File: config.mk
export PLATFORM = sky130hd
export DESIGN_NAME = VideoPixelGen
export DESIGN_NICKNAME = d
export VERILOG_FILES = /design/src/rtl/VideoPixelPkg.sv /design/src/rtl/PixelDrawPosition.sv /design/src/rtl/DotSquareGen.sv /design/src/rtl/PixelFifo.sv /design/src/rtl/DotMergeToPixel.sv /design/src/rtl/VideoPixelGen.sv
export VERILOG_INCLUDE_DIRS = /design/src /design/src/rtl
export SDC_FILE = /design/constraint.sdc
export NUM_CORES = 1
export LEC_CHECK = 0
export ABC_CLOCK_PERIOD_IN_PS = 13100
export BUFFER_PORTS_ARGS = -buffer_cell sky130_fd_sc_hd__buf_4
export CAP_MARGIN = 0
export CORE_MARGIN = 4
export CORE_UTILIZATION = 45
export DETAILED_ROUTE_END_ITERATION = 12
export PLACE_DENSITY_LB_ADDON = 0.3
export SLEW_MARGIN = 25
export SYNTH_ARGS = -nofsm -noshare
export SYNTH_HDL_FRONTEND = slang
export SYNTH_SLANG_ARGS = --single-unit
export TNS_END_PERCENT = 1
File: constraint.sdc
create_clock -name iClk -period 13.1 [get_ports iClk]
set_input_delay 2.62 -clock iClk [delete_from_list [all_inputs] [get_ports iClk]]
set_output_delay 2.62 -clock iClk [all_outputs]
set_load 0.03 [all_outputs]
File: src/rtl/videoPixel_config.svh
// Sizing defines for the video pixel RTL, included by every file that needs a width or depth
`ifndef VIDEO_PIXEL_CONFIG_SVH
`define VIDEO_PIXEL_CONFIG_SVH

// --------------------------------------------------
// Display counters
// --------------------------------------------------

// Width of hPos, vPos and the programmed sizes
`define POS_WIDTH 11

// --------------------------------------------------
// Color depths
// --------------------------------------------------

// ARGB4444 layer pixel
`define COLOR_DEPTH 16

// RGB444 output pixel, alpha stripped
`define OUT_COLOR_DEPTH 12

// --------------------------------------------------
// Output buffering
// --------------------------------------------------

// Merge FIFO entries, two kept free for in-flight pixels
`define PIXEL_FIFO_DEPTH 16

`endif

File: src/rtl/VideoPixelPkg.sv
// Pixel types shared by the layer drawers, the merge stage and the top, imported per module
`include "videoPixel_config.svh"

package VideoPixelPkg;

	// --------------------------------------------------
	// Color channel
	// --------------------------------------------------

	// One 4-bit channel, a quarter of the ARGB word
	typedef logic [`COLOR_DEPTH/4-1:0] colorCh;

	// Layer pixel
	// Alpha 0 is transparent, 15 fully opaque
	typedef struct packed {
		colorCh a;
		colorCh r;
		colorCh g;
		colorCh b;
	} argbPixel;

	// Display pixel after blending
	typedef struct packed {
		colorCh r;
		colorCh g;
		colorCh b;
	} rgbPixel;

endpackage

File: src/rtl/PixelDrawPosition.sv
// Raster position generator walking the active area, stepped by the pipeline enable
`include "videoPixel_config.svh"

module PixelDrawPosition (
	input  logic                  iClk,
	input  logic                  arstN,
	input  logic                  iCke,
	input  logic [`POS_WIDTH-1:0] iLastH,
	input  logic [`POS_WIDTH-1:0] iLastV,
	output logic [`POS_WIDTH-1:0] oHpos,
	output logic [`POS_WIDTH-1:0] oVpos,
	output logic                  oAfe
);

	// End of line and end of frame
	logic hLast;
	logic vLast;

	assign hLast = (oHpos == iLastH);
	assign vLast = (oVpos == iLastV);

	// --------------------------------------------------
	// Position counters
	// --------------------------------------------------
	always_ff @(posedge iClk or negedge arstN)
	begin
		if (!arstN)
		begin
			oHpos <= '0;
			oVpos <= '0;
		end
		else if (iCke)
		begin
			if (hLast)
			begin
				// Wrap to next line
				oHpos <= '0;
				if (vLast)
					oVpos <= '0;
				else
					oVpos <= oVpos + 1'b1;
			end
			else
			begin
				oHpos <= oHpos + 1'b1;
			end
		end
	end

	// Frame end pulse
	// High on the cycle the last pixel is issued
	assign oAfe = iCke && hLast && vLast;

	// --------------------------------------------------
	// Checks
	// --------------------------------------------------

	// Horizontal range against the latched width
	aHposInRange: assert property (@(posedge iClk) disable iff (!arstN)
		oHpos <= iLastH)
		else $error("hPos %0d beyond last column %0d", oHpos, iLastH);

endmodule

File: src/rtl/DotSquareGen.sv
// Rectangle layer drawer, one per layer, emitting its color inside the box and clear outside
`include "videoPixel_config.svh"

module DotSquareGen (
	input  logic                   iClk,
	input  logic                   arstN,
	input  logic                   iCke,
	input  logic [`POS_WIDTH-1:0]  iHpos,
	input  logic [`POS_WIDTH-1:0]  iVpos,
	input  logic [`POS_WIDTH-1:0]  iDxs,
	input  logic [`POS_WIDTH-1:0]  iDxe,
	input  logic [`POS_WIDTH-1:0]  iDys,
	input  logic [`POS_WIDTH-1:0]  iDye,
	input  VideoPixelPkg::argbPixel iColor,
	output VideoPixelPkg::argbPixel oDd,
	output logic                   oVdd
);

	import VideoPixelPkg::*;

	// Fully clear pixel for uncovered positions
	localparam argbPixel TRANSPARENT = '0;

	// --------------------------------------------------
	// Coverage test
	// --------------------------------------------------

	// Start edges inclusive
	// End edges exclusive
	logic inX;
	logic inY;
	logic covered;

	assign inX     = (iHpos >= iDxs) && (iHpos < iDxe);
	assign inY     = (iVpos >= iDys) && (iVpos < iDye);
	assign covered = inX && inY;

	// Layer pixel before the output register
	argbPixel dotNext;

	assign dotNext = covered ? iColor : TRANSPARENT;

	// --------------------------------------------------
	// Output register
	// --------------------------------------------------

	// Pixel payload
	// Held while the pipeline is stalled
	always_ff @(posedge iClk)
	begin
		if (iCke)
			oDd <= dotNext;
	end

	// Valid strobe
	// One cycle behind each enabled position
	always_ff @(posedge iClk or negedge arstN)
	begin
		if (!arstN)
			oVdd <= 1'b0;
		else
			oVdd <= iCke;
	end

endmodule

File: src/rtl/PixelFifo.sv
// Synchronous circular FIFO for merged output pixels, with early full for in-flight writes
`include "videoPixel_config.svh"

module PixelFifo #(
	parameter int pDepth = 16
) (
	input  logic                  iClk,
	input  logic                  arstN,
	input  logic                  iWe,
	input  logic                  iRe,
	input  VideoPixelPkg::rgbPixel iData,
	output VideoPixelPkg::rgbPixel oData,
	output logic                  oFull,
	output logic                  oEmp
);

	import VideoPixelPkg::*;

	localparam int PTR_W = $clog2(pDepth);
	localparam int CNT_W = $clog2(pDepth + 1);

	// Storage
	logic [`OUT_COLOR_DEPTH-1:0] mem [0:pDepth-1];

	logic [PTR_W-1:0] wrPtr;
	logic [PTR_W-1:0] rdPtr;
	logic [CNT_W-1:0] fillCnt;

	// --------------------------------------------------
	// Data path
	// --------------------------------------------------
	always_ff @(posedge iClk)
	begin
		if (iWe)
			mem[wrPtr] <= iData;
		// Read data registered on the read cycle
		if (iRe)
			oData <= rgbPixel'(mem[rdPtr]);
	end

	// --------------------------------------------------
	// Pointers and occupancy
	// --------------------------------------------------
	always_ff @(posedge iClk or negedge arstN)
	begin
		if (!arstN)
		begin
			wrPtr   <= '0;
			rdPtr   <= '0;
			fillCnt <= '0;
		end
		else
		begin
			// Explicit wrap for non power of two depths
			if (iWe)
				wrPtr <= (wrPtr == PTR_W'(pDepth - 1)) ? '0 : wrPtr + 1'b1;
			if (iRe)
				rdPtr <= (rdPtr == PTR_W'(pDepth - 1)) ? '0 : rdPtr + 1'b1;
			case ({iWe, iRe})
				2'b10:   fillCnt <= fillCnt + 1'b1;
				2'b01:   fillCnt <= fillCnt - 1'b1;
				default: fillCnt <= fillCnt;
			endcase
		end
	end

	// Full with two slots still free
	assign oFull = (fillCnt >= CNT_W'(pDepth - 2));
	assign oEmp  = (fillCnt == '0);

	// Reader must honour empty
	aNoReadEmpty: assert property (@(posedge iClk) disable iff (!arstN)
		iRe |-> !oEmp)
		else $error("Pixel FIFO read while empty");

endmodule

File: src/rtl/DotMergeToPixel.sv
// Two-layer alpha blend over a black backdrop, buffering RGB444 pixels for the display side
`include "videoPixel_config.svh"

module DotMergeToPixel (
	input  logic                   iClk,
	input  logic                   arstN,
	input  VideoPixelPkg::argbPixel iLower,
	input  VideoPixelPkg::argbPixel iUpper,
	input  logic                   iEds,
	input  logic                   iCke,
	output logic                   oFull,
	output VideoPixelPkg::rgbPixel  oPixel,
	output logic                   oVd
);

	import VideoPixelPkg::*;

	// Opaque black behind all layers
	localparam rgbPixel BACKDROP = '0;

	// One channel of upper over lower
	// Rounded divide by 15
	function automatic colorCh blendCh(
		input colorCh upper,
		input colorCh lower,
		input colorCh alpha
	);
		logic [8:0] acc;
		acc = upper * alpha + lower * (4'd15 - alpha) + 9'd7;
		blendCh = colorCh'(acc / 9'd15);
	endfunction

	// --------------------------------------------------
	// Blend, field first then player
	// --------------------------------------------------
	rgbPixel lowerMix;
	rgbPixel upperMix;

	// Field layer over black
	assign lowerMix.r = blendCh(iLower.r, BACKDROP.r, iLower.a);
	assign lowerMix.g = blendCh(iLower.g, BACKDROP.g, iLower.a);
	assign lowerMix.b = blendCh(iLower.b, BACKDROP.b, iLower.a);

	// Player layer over that
	assign upperMix.r = blendCh(iUpper.r, lowerMix.r, iUpper.a);
	assign upperMix.g = blendCh(iUpper.g, lowerMix.g, iUpper.a);
	assign upperMix.b = blendCh(iUpper.b, lowerMix.b, iUpper.a);

	// Blend register
	rgbPixel blendPix;
	logic    blendVd;

	always_ff @(posedge iClk)
	begin
		if (iEds)
			blendPix <= upperMix;
	end

	always_ff @(posedge iClk or negedge arstN)
	begin
		if (!arstN)
			blendVd <= 1'b0;
		else
			blendVd <= iEds;
	end

	// --------------------------------------------------
	// Output FIFO
	// --------------------------------------------------
	logic fifoRe;
	logic fifoEmp;

	// Display side pulls whenever data is there
	assign fifoRe = iCke && !fifoEmp;

	PixelFifo #(
		.pDepth (`PIXEL_FIFO_DEPTH)
	) PIXEL_FIFO (
		.iClk   (iClk),
		.arstN  (arstN),
		.iWe    (blendVd),
		.iRe    (fifoRe),
		.iData  (blendPix),
		.oData  (oPixel),
		.oFull  (oFull),
		.oEmp   (fifoEmp)
	);

	// Valid lines up with registered FIFO data
	always_ff @(posedge iClk or negedge arstN)
	begin
		if (!arstN)
			oVd <= 1'b0;
		else
			oVd <= fifoRe;
	end

	// Early full must cover every pixel still in the pipe
	aNoOverflow: assert property (@(posedge iClk) disable iff (!arstN)
		blendVd |-> (PIXEL_FIFO.fillCnt < `PIXEL_FIFO_DEPTH) || fifoRe)
		else $error("Merged pixel written into a full FIFO");

endmodule

File: src/rtl/VideoPixelGen.sv
// Top of the pixel generator chaining position, field and player layers and the merge FIFO
`include "videoPixel_config.svh"

module VideoPixelGen (
	input  logic                   iClk,
	input  logic                   arstN,
	input  logic                   iCke,
	input  logic [`POS_WIDTH-1:0]  iHdisplay,
	input  logic [`POS_WIDTH-1:0]  iVdisplay,
	input  logic [`POS_WIDTH-1:0]  iFieldDxs,
	input  logic [`POS_WIDTH-1:0]  iFieldDxe,
	input  logic [`POS_WIDTH-1:0]  iFieldDys,
	input  logic [`POS_WIDTH-1:0]  iFieldDye,
	input  VideoPixelPkg::argbPixel iFieldColor,
	input  logic [`POS_WIDTH-1:0]  iPlayerDxs,
	input  logic [`POS_WIDTH-1:0]  iPlayerDxe,
	input  logic [`POS_WIDTH-1:0]  iPlayerDys,
	input  logic [`POS_WIDTH-1:0]  iPlayerDye,
	input  VideoPixelPkg::argbPixel iPlayerColor,
	output VideoPixelPkg::rgbPixel  oPixel,
	output logic                   oVd
);

	import VideoPixelPkg::*;

	// --------------------------------------------------
	// Display size registers
	// --------------------------------------------------
	logic [`POS_WIDTH-1:0] lastH;
	logic [`POS_WIDTH-1:0] lastV;
	logic                  afe;

	// Last column and row as size minus one
	// Tracks the inputs in reset and latches again at each frame end
	always_ff @(posedge iClk)
	begin
		if (!arstN || afe)
		begin
			lastH <= iHdisplay - 1'b1;
			lastV <= iVdisplay - 1'b1;
		end
	end

	// --------------------------------------------------
	// Position generator
	// --------------------------------------------------
	logic                  full;
	logic                  drawCke;
	logic [`POS_WIDTH-1:0] hPos;
	logic [`POS_WIDTH-1:0] vPos;

	// Whole front end stalls on merge FIFO full
	assign drawCke = !full;

	PixelDrawPosition PIXEL_DRAW_POSITION (
		.iClk   (iClk),
		.arstN  (arstN),
		.iCke   (drawCke),
		.iLastH (lastH),
		.iLastV (lastV),
		.oHpos  (hPos),
		.oVpos  (vPos),
		.oAfe   (afe)
	);

	// --------------------------------------------------
	// Layers from lower to upper
	// --------------------------------------------------
	argbPixel fieldDd;
	argbPixel playerDd;
	logic     fieldVdd;
	logic     playerVdd;

	DotSquareGen FIELD_LAYER (
		.iClk (iClk),  .arstN (arstN), .iCke (drawCke),
		.iHpos (hPos), .iVpos (vPos),
		.iDxs (iFieldDxs), .iDxe (iFieldDxe), .iDys (iFieldDys), .iDye (iFieldDye),
		.iColor (iFieldColor), .oDd (fieldDd), .oVdd (fieldVdd)
	);

	DotSquareGen PLAYER_LAYER (
		.iClk (iClk),  .arstN (arstN), .iCke (drawCke),
		.iHpos (hPos), .iVpos (vPos),
		.iDxs (iPlayerDxs), .iDxe (iPlayerDxe), .iDys (iPlayerDys), .iDye (iPlayerDye),
		.iColor (iPlayerColor), .oDd (playerDd), .oVdd (playerVdd)
	);

	// --------------------------------------------------
	// Merge and output
	// --------------------------------------------------
	DotMergeToPixel DOT_MERGE_TO_PIXEL (
		.iClk   (iClk),
		.arstN  (arstN),
		.iLower (fieldDd),
		.iUpper (playerDd),
		.iEds   (fieldVdd && playerVdd),
		.iCke   (iCke),
		.oFull  (full),
		.oPixel (oPixel),
		.oVd    (oVd)
	);

endmodule

==> results.toml, run 1 <==
[status]
status = "finished, final reports clean"

[global_routing]
grt-ovfl-total = 0
grt_start_max_net_pins = 52
grt_pass1_wl_um = 88900
grt.total_usage_pct = 19.1
antenna_found_initial = 0
first_global_vias = 17585

[setup_path]
crit_path_max_incr_delay_ps = 570
worstSetupEndpointType = "register"
timing.critical_path.arrival_ps = 12670
cp_max_fo = 12
required_ps = 13510
critical_path.n_buffers_inverters = 5
cp-start-kind = "register"
crit_family = "adder cells"
worst_path_max_delay_cell = "edfxtp_1"
timing.critical_path.mode_cell = "fa_1"
criticalPathCategory = "reg -> reg"

[detailed_routing]
detail_route.first_pass.iterations = 5
remaining_drc_errors = 0
detail-route-antenna-nets = 0
num_vias = 17313
route.detailed.vias_per_inst = 5.60
detailedRoute.firstIterationViolations = 1035
routedWlPerCell_um = 17.3
drt-total-wl_um = 53500

[synth]
most_numerous_cell_in_the_yosys_netlist = "edfxtp_1"
synth.area.mux_share_pct = 5.26
postSynthCellCount = 2239
yosys-top-cells-count = "edfxtp_1, ha_1, inv_1, nand2_1, nor2_1"
number_of_enable_type_register_cells_in_the_synthesized_netlist = 270
synth-simple-area-share_pct = 14.8
yosys_warnings = 0
ys_async_sr_fraction_pct = 12.3
synth_seq_area_share_pct = 38.8
synth-main-ff-cell = "edfxtp_1"
synth_largest_type_area_fraction_pct = 34.7
ys_types = 98
synth_seq_cells = 308
synth.cell_area_mm2 = 0.0233
synth.avg_cell_area_um2 = 10.4
dominant_combinational_cell_family_by_area_after_synthesis = "adder cells"
postSynthNetCount = 2680
post-synth-top-area-cell = "edfxtp_1"
synth-xor-area-share_pct = 3.98
synth-adder-area-share_pct = 18.4
netlist_top_cells_area = "edfxtp_1, ha_1, fa_1"
synth_compound_gate_area_share_pct = 14.3

[clock_network]
cts_buffer_depth = 3
insertion_delay_ps = 540
cts.htree.levels = 2
tritoncts = "built"
numCtsBuffers = 34
cts.sinks = 308
path_clk_slew_ps = 60
root_driver = "clkbuf_16"

[sta]
slew_viol_final = 0
timing.setup.tns_ps = 0
slew_headroom_pct = 34.0
layout_min_cycle_time_ps = 12260
worst_slew_pin_slew_ps = 989
timing.final.hold_violations = 0
final.setup_skew_ps = 8.28
clock.fmax_mhz = 81.6
min_period_over_period_pct = 93.6
final_setup_viols = 0
rsz0062_at_grt = "true"

[placement]
count_of_input_and_output_buffers = 157
gpl.final_weighted_congestion = 0.877
dpl.hpwl_um = 39300

[run]
max_cap_viol_count = 0

[die]
die_width_um = 236
die_height_um = 236
die_area_mm2 = 0.0556
ioPinCount = 158
core_area_mm2 = 0.0513
initial_utilization_pct = 45.5
floorplan.rows = 83

[finish]
drive_gt1_share_pct = 14.0
nets = 2829
insertedDiodeCount = 0
layout-area-overhead-vs-synth_pct = 13.2

[hold_path]
holdCritPathClass = "reg -> reg"
[final timing paths]
check                                                         startpoint                                  endpoint  slack [ps]  depth (start not counted)
min in group asynchronous                                          arstN  DOT_MERGE_TO_PIXEL.PIXEL_FIFO.fillCnt[3]        2060                          1
worst min-delay path            DOT_MERGE_TO_PIXEL.PIXEL_FIFO.fillCnt[0]  DOT_MERGE_TO_PIXEL.PIXEL_FIFO.fillCnt[0]         530                          1
worst max register to register                       FIELD_LAYER.oDd[15]            DOT_MERGE_TO_PIXEL.blendPix[0]         840                         42
max in group asynchronous                                          arstN    DOT_MERGE_TO_PIXEL.PIXEL_FIFO.rdPtr[0]       10600                          1
worst max-delay path                                 FIELD_LAYER.oDd[15]            DOT_MERGE_TO_PIXEL.blendPix[0]         840                         42
worst min register to register  DOT_MERGE_TO_PIXEL.PIXEL_FIFO.fillCnt[0]  DOT_MERGE_TO_PIXEL.PIXEL_FIFO.fillCnt[0]         530                          1
[flip-flops by register name (all words and copies together), names as in the netlist]
register	cells
FIELD_LAYER.oDd	16
PIXEL_DRAW_POSITION.oHpos	11
PIXEL_DRAW_POSITION.oVpos	11
DOT_MERGE_TO_PIXEL.blendVd	1
DOT_MERGE_TO_PIXEL.PIXEL_FIFO.oData	12
DOT_MERGE_TO_PIXEL.PIXEL_FIFO.fillCnt	5
DOT_MERGE_TO_PIXEL.PIXEL_FIFO.mem	192
lastV	11
DOT_MERGE_TO_PIXEL.blendPix	12
DOT_MERGE_TO_PIXEL.PIXEL_FIFO.wrPtr	4
lastH	11
DOT_MERGE_TO_PIXEL.PIXEL_FIFO.rdPtr	4
PLAYER_LAYER.oDd	16
DOT_MERGE_TO_PIXEL.oVd	1
PLAYER_LAYER.oVdd	1
[kinds of logic after synthesis]
kind of cell	after synthesis
AO/OA/AOI/OAI	483
XOR/XNOR	106
adder cells (fa/ha/maj)	299
buffers and inverters	276
flip-flops	308
multiplexers	91
AND/OR/NAND/NOR	676
[through the flow]
stage               cell area (um2)  instances  hold slack, ps  utilization (%)  setup WS [ps]
finish                        26400       3092             531             51.5            842
global route                  26400       3092             571             51.5          -41.2
CTS                           26400       3092             535             51.4            781
detailed placement            25300       3032             527             49.3            822
global placement              25300       3032             516             49.3           1150
floorplan                     23300       2239             458                -           1590
[per-layer routing]
metal | global-route usage, % | up-vias | wire, um
li1 | - | 8422 | -
met1 | 25.3 | 8371 | 23600
met2 | 33.5 | 454 | 26200
met3 | 2.79 | 66 | 2690
met4 | 4.25 | 0 | 1030
met5 | 0 | - | 0
[what timing repair did]
action,in CTS,in global routing
gates resized for setup,0,9
setup endpoints to repair,0,4
buffers inserted,0,0
hold buffers,0,0
[cells in the final DEF, fill, tap and decap left out, types with 35 or more instances in the layout]
cell type	instances
clkbuf_16	35
nand2b_1	36
nor3_1	46
nand3_1	43
a21oi_1	92
nand2_1	169
buf_4	179
o21ai_0	102
o21a_1	37
a21o_1	48
mux2i_1	52
xnor2_1	54
dfrtp_1	36
ha_1	223
fa_1	73
nor2_1	127
inv_1	209
xor2_1	50
edfxtp_1	270
and2_1	104
[layout make-up]
cell class	instances	area, um2
Timing Repair Buffer	179	1340
Multi-Input combinational cell	1655	13300
Sequential cell	308	9060
Clock buffer	43	916
Inverter	210	788
Tap cell	680	851
Clock inverter	17	140
Fill cell	4540	24900
Power of run 1 is left out: the tool's default activity adds up to more than one toggle a clock period on the data nets, which glitch-free logic cannot reach.
==> run 2: changes to the inputs <==
--- a/config.mk
+++ b/config.mk
@@ -10,7 +10,7 @@
 export BUFFER_PORTS_ARGS = -buffer_cell sky130_fd_sc_hd__buf_4
 export CAP_MARGIN = 0
 export CORE_MARGIN = 4
-export CORE_UTILIZATION = 45
+export CORE_UTILIZATION = 57
 export DETAILED_ROUTE_END_ITERATION = 12
 export PLACE_DENSITY_LB_ADDON = 0.3
 export SLEW_MARGIN = 25
==> run 2 against run 1 <==
Effect of this change:
- die area down 20%
- hold slack gained 1.4 ps
- critical path depth unchanged
- wire length shrank 0.15%
- non-clock buffer count is 4 lower
- register-to-register slack better by 20 ps
- clock skew increased by 11 ps
- critical endpoint unchanged
- first-iteration DRC count is 17% higher
- cell count is 5.1% lower
==> results.toml, run 2 (synthesis results as in run 1) <==
[placement]
dpl.hpwl_um = 38900
gpl.final_weighted_congestion = 0.892
count_of_input_and_output_buffers = 157

[die]
die_area_mm2 = 0.0442
initial_utilization_pct = 58.2
ioPinCount = 158
floorplan.rows = 73
die_height_um = 210
die_width_um = 210
core_area_mm2 = 0.0401

[finish]
layout.cells.most_common_list = "edfxtp_1, ha_1, inv_1, buf_4, nand2_1"
top_register = "DOT_MERGE_TO_PIXEL.PIXEL_FIFO.mem"
drive_gt1_share_pct = 13.7
insertedDiodeCount = 0
final_common_cell = "edfxtp_1"
largest_register_ffs = 192
layout-area-overhead-vs-synth_pct = 12.2
nets = 2825
biggestRegsByFlops = "DOT_MERGE_TO_PIXEL.PIXEL_FIFO.mem: 192 flops, FIELD_LAYER.oDd: 16 flops, PLAYER_LAYER.oDd: 16 flops"

[detailed_routing]
remaining_drc_errors = 0
detail_route.first_pass.iterations = 9
drt-total-wl_um = 53400
detailedRoute.firstIterationViolations = 1206
num_vias = 17541
route.detailed.vias_per_inst = 5.98
detail-route-antenna-nets = 0
routedWlPerCell_um = 18.2

[clock_network]
cts_hold_repair.buffers = 0
postCtsResizedCells = 0
path_clk_slew_ps = 70
buffers_inserted_by_post_cts_timing_repair = 0
cts.htree.levels = 2
numCtsBuffers = 34
root_driver = "clkbuf_16"
insertion_delay_ps = 560
cts_buffer_depth = 3
tritoncts = "built"
cts.sinks = 308

[global_routing]
grt.total_usage_pct = 24.1
grt-ovfl-total = 0
grt_start_max_net_pins = 52
antenna_found_initial = 0
grt_pass1_wl_um = 88700
first_global_vias = 18085

[sta]
slew_headroom_pct = 32.4
clock.fmax_mhz = 81.7
min_period_over_period_pct = 93.4
rsz0062_at_grt = "false"
slew_viol_final = 0
timing.final.hold_violations = 0
final_setup_viols = 0
final.setup_skew_ps = 18.8
timing.setup.tns_ps = 0
layout_min_cycle_time_ps = 12230
worst_slew_pin_slew_ps = 1010

[setup_path]
timing.critical_path.mode_cell = "fa_1"
worst_path_max_delay_cell = "xor2_1"
regToRegSetupSlack_ps = 870
criticalPathCategory = "reg -> reg"
reg2reg_to = "DOT_MERGE_TO_PIXEL.blendPix[0]"
crit-reg2reg-launch = "FIELD_LAYER.oDd[15]"
reg2reg_depth = 42
cp_max_fo = 12
cp-startpoint = "FIELD_LAYER.oDd[15]"
timing.critical_path.depth = 42
crit_path_end = "DOT_MERGE_TO_PIXEL.blendPix[0]"
timing.critical_path.arrival_ps = 12670
crit_family = "adder cells"
critical_path.n_buffers_inverters = 4
required_ps = 13540
cp-start-kind = "register"
crit_path_max_incr_delay_ps = 590
worstSetupEndpointType = "register"

[status]
status = "finished, final reports clean"

[hold_path]
holdCritPathClass = "reg -> reg"

[run]
max_cap_viol_count = 0
-- run 2: cell types whose count changed in the layout (fill, tap and decap cells not counted), sizes merged --
cell	before	now
clkinv	11	18
buf	179	175
clkbuf	43	40
clkinvlp	2	0
inv	213	212
-- run 2: worst min-delay path by stage --
stage	start	end	cells past startpoint
after floorplan	DOT_MERGE_TO_PIXEL.PIXEL_FIFO.fillCnt[4]	DOT_MERGE_TO_PIXEL.PIXEL_FIFO.fillCnt[4]	1
after global placement	DOT_MERGE_TO_PIXEL.PIXEL_FIFO.fillCnt[0]	DOT_MERGE_TO_PIXEL.PIXEL_FIFO.fillCnt[0]	1
after detailed placement	DOT_MERGE_TO_PIXEL.PIXEL_FIFO.fillCnt[0]	DOT_MERGE_TO_PIXEL.PIXEL_FIFO.fillCnt[0]	1
after CTS	DOT_MERGE_TO_PIXEL.PIXEL_FIFO.fillCnt[0]	DOT_MERGE_TO_PIXEL.PIXEL_FIFO.fillCnt[0]	1
after global routing	DOT_MERGE_TO_PIXEL.PIXEL_FIFO.fillCnt[0]	DOT_MERGE_TO_PIXEL.PIXEL_FIFO.fillCnt[0]	1
final	DOT_MERGE_TO_PIXEL.PIXEL_FIFO.fillCnt[0]	DOT_MERGE_TO_PIXEL.PIXEL_FIFO.fillCnt[0]	1
-- run 2: routing by layer --
metal | vias to the layer above | wire, um | global-route usage [%]
met5 | - | 0 | 0
li1 | 8411 | - | -
met1 | 8483 | 21800 | 30.0
met2 | 565 | 27200 | 43.8
met4 | 0 | 1190 | 6.68
met3 | 82 | 3240 | 3.97
-- run 2: final cells by class --
class | count | area, um2
clock inverter | 21 | 179
clock buffer | 40 | 873
timing repair buffer | 175 | 1310
multi-input combinational | 1655 | 13300
inverter | 210 | 788
tap | 525 | 657
sequential | 308 | 9060
fill | 3024 | 13900
-- run 2: through the flow --
step	setup slack (ps)	util, %	cell area (um2)	cells	hold slack, ps
finish	866	65.3	26200	2934	533
global route	11.4	65.3	26200	2934	554
CTS	616	65.2	26100	2934	539
detailed placement	687	62.5	25100	2873	523
global placement	1020	62.5	25100	2873	512
floorplan	1590	-	23300	2239	458
Power of run 2 is left out for the same reason.
==> run 3: changes to the inputs <==
--- a/config.mk
+++ b/config.mk
@@ -12,6 +12,7 @@
 export CORE_MARGIN = 4
 export CORE_UTILIZATION = 57
 export DETAILED_ROUTE_END_ITERATION = 12
+export GPL_TIMING_DRIVEN = 0
 export PLACE_DENSITY_LB_ADDON = 0.3
 export SLEW_MARGIN = 25
 export SYNTH_ARGS = -nofsm -noshare
==> run 3 against run 2 <==
Effect of this change:
- maximum frequency is 0.74% lower
- sequential share of layout area is 0.22 points lower
- first-iteration DRC count is 11% higher
- core utilization is 0.39 points higher
- setup slack worse by 91 ps
- non-clock buffer count is 55 higher
- final area is 0.59% higher
- cell count is 1.8% higher
- clock-buffer cell count stayed put
- hold slack worse by 6.5 ps
- critical path type unchanged
==> results.toml, run 3 (synthesis results as in run 1) <==
[status]
status = "finished, final reports clean"

[finish]
largest_register_ffs = 192
top_register = "DOT_MERGE_TO_PIXEL.PIXEL_FIFO.mem"
insertedDiodeCount = 0
drive_gt1_share_pct = 14.0
final_common_cell = "edfxtp_1"
layout.cells.most_common_list = "edfxtp_1, ha_1, inv_1, nand2_1, buf_4"
layout-area-overhead-vs-synth_pct = 12.9
biggestRegsByFlops = "DOT_MERGE_TO_PIXEL.PIXEL_FIFO.mem: 192 flops, FIELD_LAYER.oDd: 16 flops, PLAYER_LAYER.oDd: 16 flops"
utilization_pct = 65.7
fillerInstances = 3054
nets = 2877

[detailed_routing]
maxUsedRoutingLayer = "met4"
drt-total-wl_um = 53600
detail-route-antenna-nets = 0
detail_route.first_pass.iterations = 5
remaining_drc_errors = 0
met3_wirelength_um = 3030
routedWlPerCell_um = 18.0
dr_wl_met2_um = 27300
detail_route.wirelength.met1_um = 22300
detailedRoute.firstIterationViolations = 1340
num_vias = 17732
route.detailed.vias_per_inst = 5.94

[setup_path]
criticalPathCategory = "reg -> reg"
regToRegSetupSlack_ps = 780
required_ps = 13440
worstSetupEndpointType = "register"
crit_path_max_incr_delay_ps = 540
crit_family = "adder cells"
timing.critical_path.arrival_ps = 12660
cp-start-kind = "register"
cp_max_fo = 10
worst_path_max_delay_cell = "fa_1"
critical_path.n_buffers_inverters = 10

[clock_network]
path_clk_slew_ps = 70
cts_buffer_depth = 3
insertion_delay_ps = 590
numCtsBuffers = 31
tritoncts = "built"
cts.sinks = 308
root_driver = "clkbuf_16"
cts.htree.levels = 1

[hold_path]
holdCritPathClass = "reg -> reg"

[placement]
count_of_input_and_output_buffers = 157
dpl.hpwl_um = 40900
gpl.final_weighted_congestion = 0.866

[global_routing]
grt-ovfl-total = 0
grt_pass1_wl_um = 89600
first_global_vias = 17865
antenna_found_initial = 0
grt_start_max_net_pins = 40
grt.total_usage_pct = 24.3

[die]
ioPinCount = 158
initial_utilization_pct = 58.2
die_area_mm2 = 0.0442
die_width_um = 210
floorplan.rows = 73
die_height_um = 210
core_area_mm2 = 0.0401

[sta]
layout_min_cycle_time_ps = 12330
final.setup_skew_ps = 22.7
slew_headroom_pct = 31.8
final_setup_viols = 0
clock.fmax_mhz = 81.1
slew_viol_final = 0
timing.final.hold_violations = 0
worst_slew_pin_slew_ps = 1010
min_period_over_period_pct = 94.1

[run]
max_cap_viol_count = 0
[run 3: what timing repair did]
item | CTS | global route
gates resized for setup | 0 | 15
hold buffers | 0 | 0
buffers inserted | 0 | 4
endpoints found under the setup margin | 0 | 5
[run 3: final cells by class]
cell class	count	area (um2)	area share, %
Sequential cell	308	9060	34.4
Tap cell	525	657	2.49
Clock inverter	18	153	0.579
Inverter	210	788	2.99
Multi-Input combinational cell	1655	13400	50.7
Buffer	64	260	0.988
Clock buffer	40	810	3.07
Timing Repair Buffer	166	1270	4.81
[run 3: worst paths after layout]
check,startpoint,endpoint,cells past startpoint
max in group asynchronous,arstN,PIXEL_DRAW_POSITION.oHpos[1],1
min,DOT_MERGE_TO_PIXEL.PIXEL_FIFO.fillCnt[4],DOT_MERGE_TO_PIXEL.PIXEL_FIFO.fillCnt[4],1
min in group asynchronous,arstN,PIXEL_DRAW_POSITION.oVpos[8],1
min reg2reg,DOT_MERGE_TO_PIXEL.PIXEL_FIFO.fillCnt[4],DOT_MERGE_TO_PIXEL.PIXEL_FIFO.fillCnt[4],1
max,FIELD_LAYER.oDd[13],DOT_MERGE_TO_PIXEL.blendPix[0],49
max reg2reg,FIELD_LAYER.oDd[13],DOT_MERGE_TO_PIXEL.blendPix[0],49
[run 3: layer usage]
layer	vias to the layer above	track usage (%)
li1	8511	-
met1	8634	31.5
met2	512	43.7
met3	75	3.33
met4	0	5.45
met5	-	0
[run 3: stage by stage]
step	setup TNS (ps)	instances	cell area, um2	setup WS [ps]	hold WS (ps)
CTS	0	2984	26200	295	531
global placement	0	2921	25200	662	474
finish	0	2986	26400	775	526
floorplan	0	2239	23300	1590	458
detailed placement	0	2926	25300	347	507
global route	-13.6	2986	26400	-13.6	553
[run 3: worst reg2reg max path, delay by kind of cell, from the launching register on]
kind                       cells  cell delay, ps
muxes                          2             620
adders and majority gates     12            4720
and+or+nand+nor               10            2050
DFF                            1             420
xor gates and xnor gates       4             860
buffers and inverters         10            1320
AOI/OAI and AO/OA             11            2100
Power of run 3 is left out for the same reason.
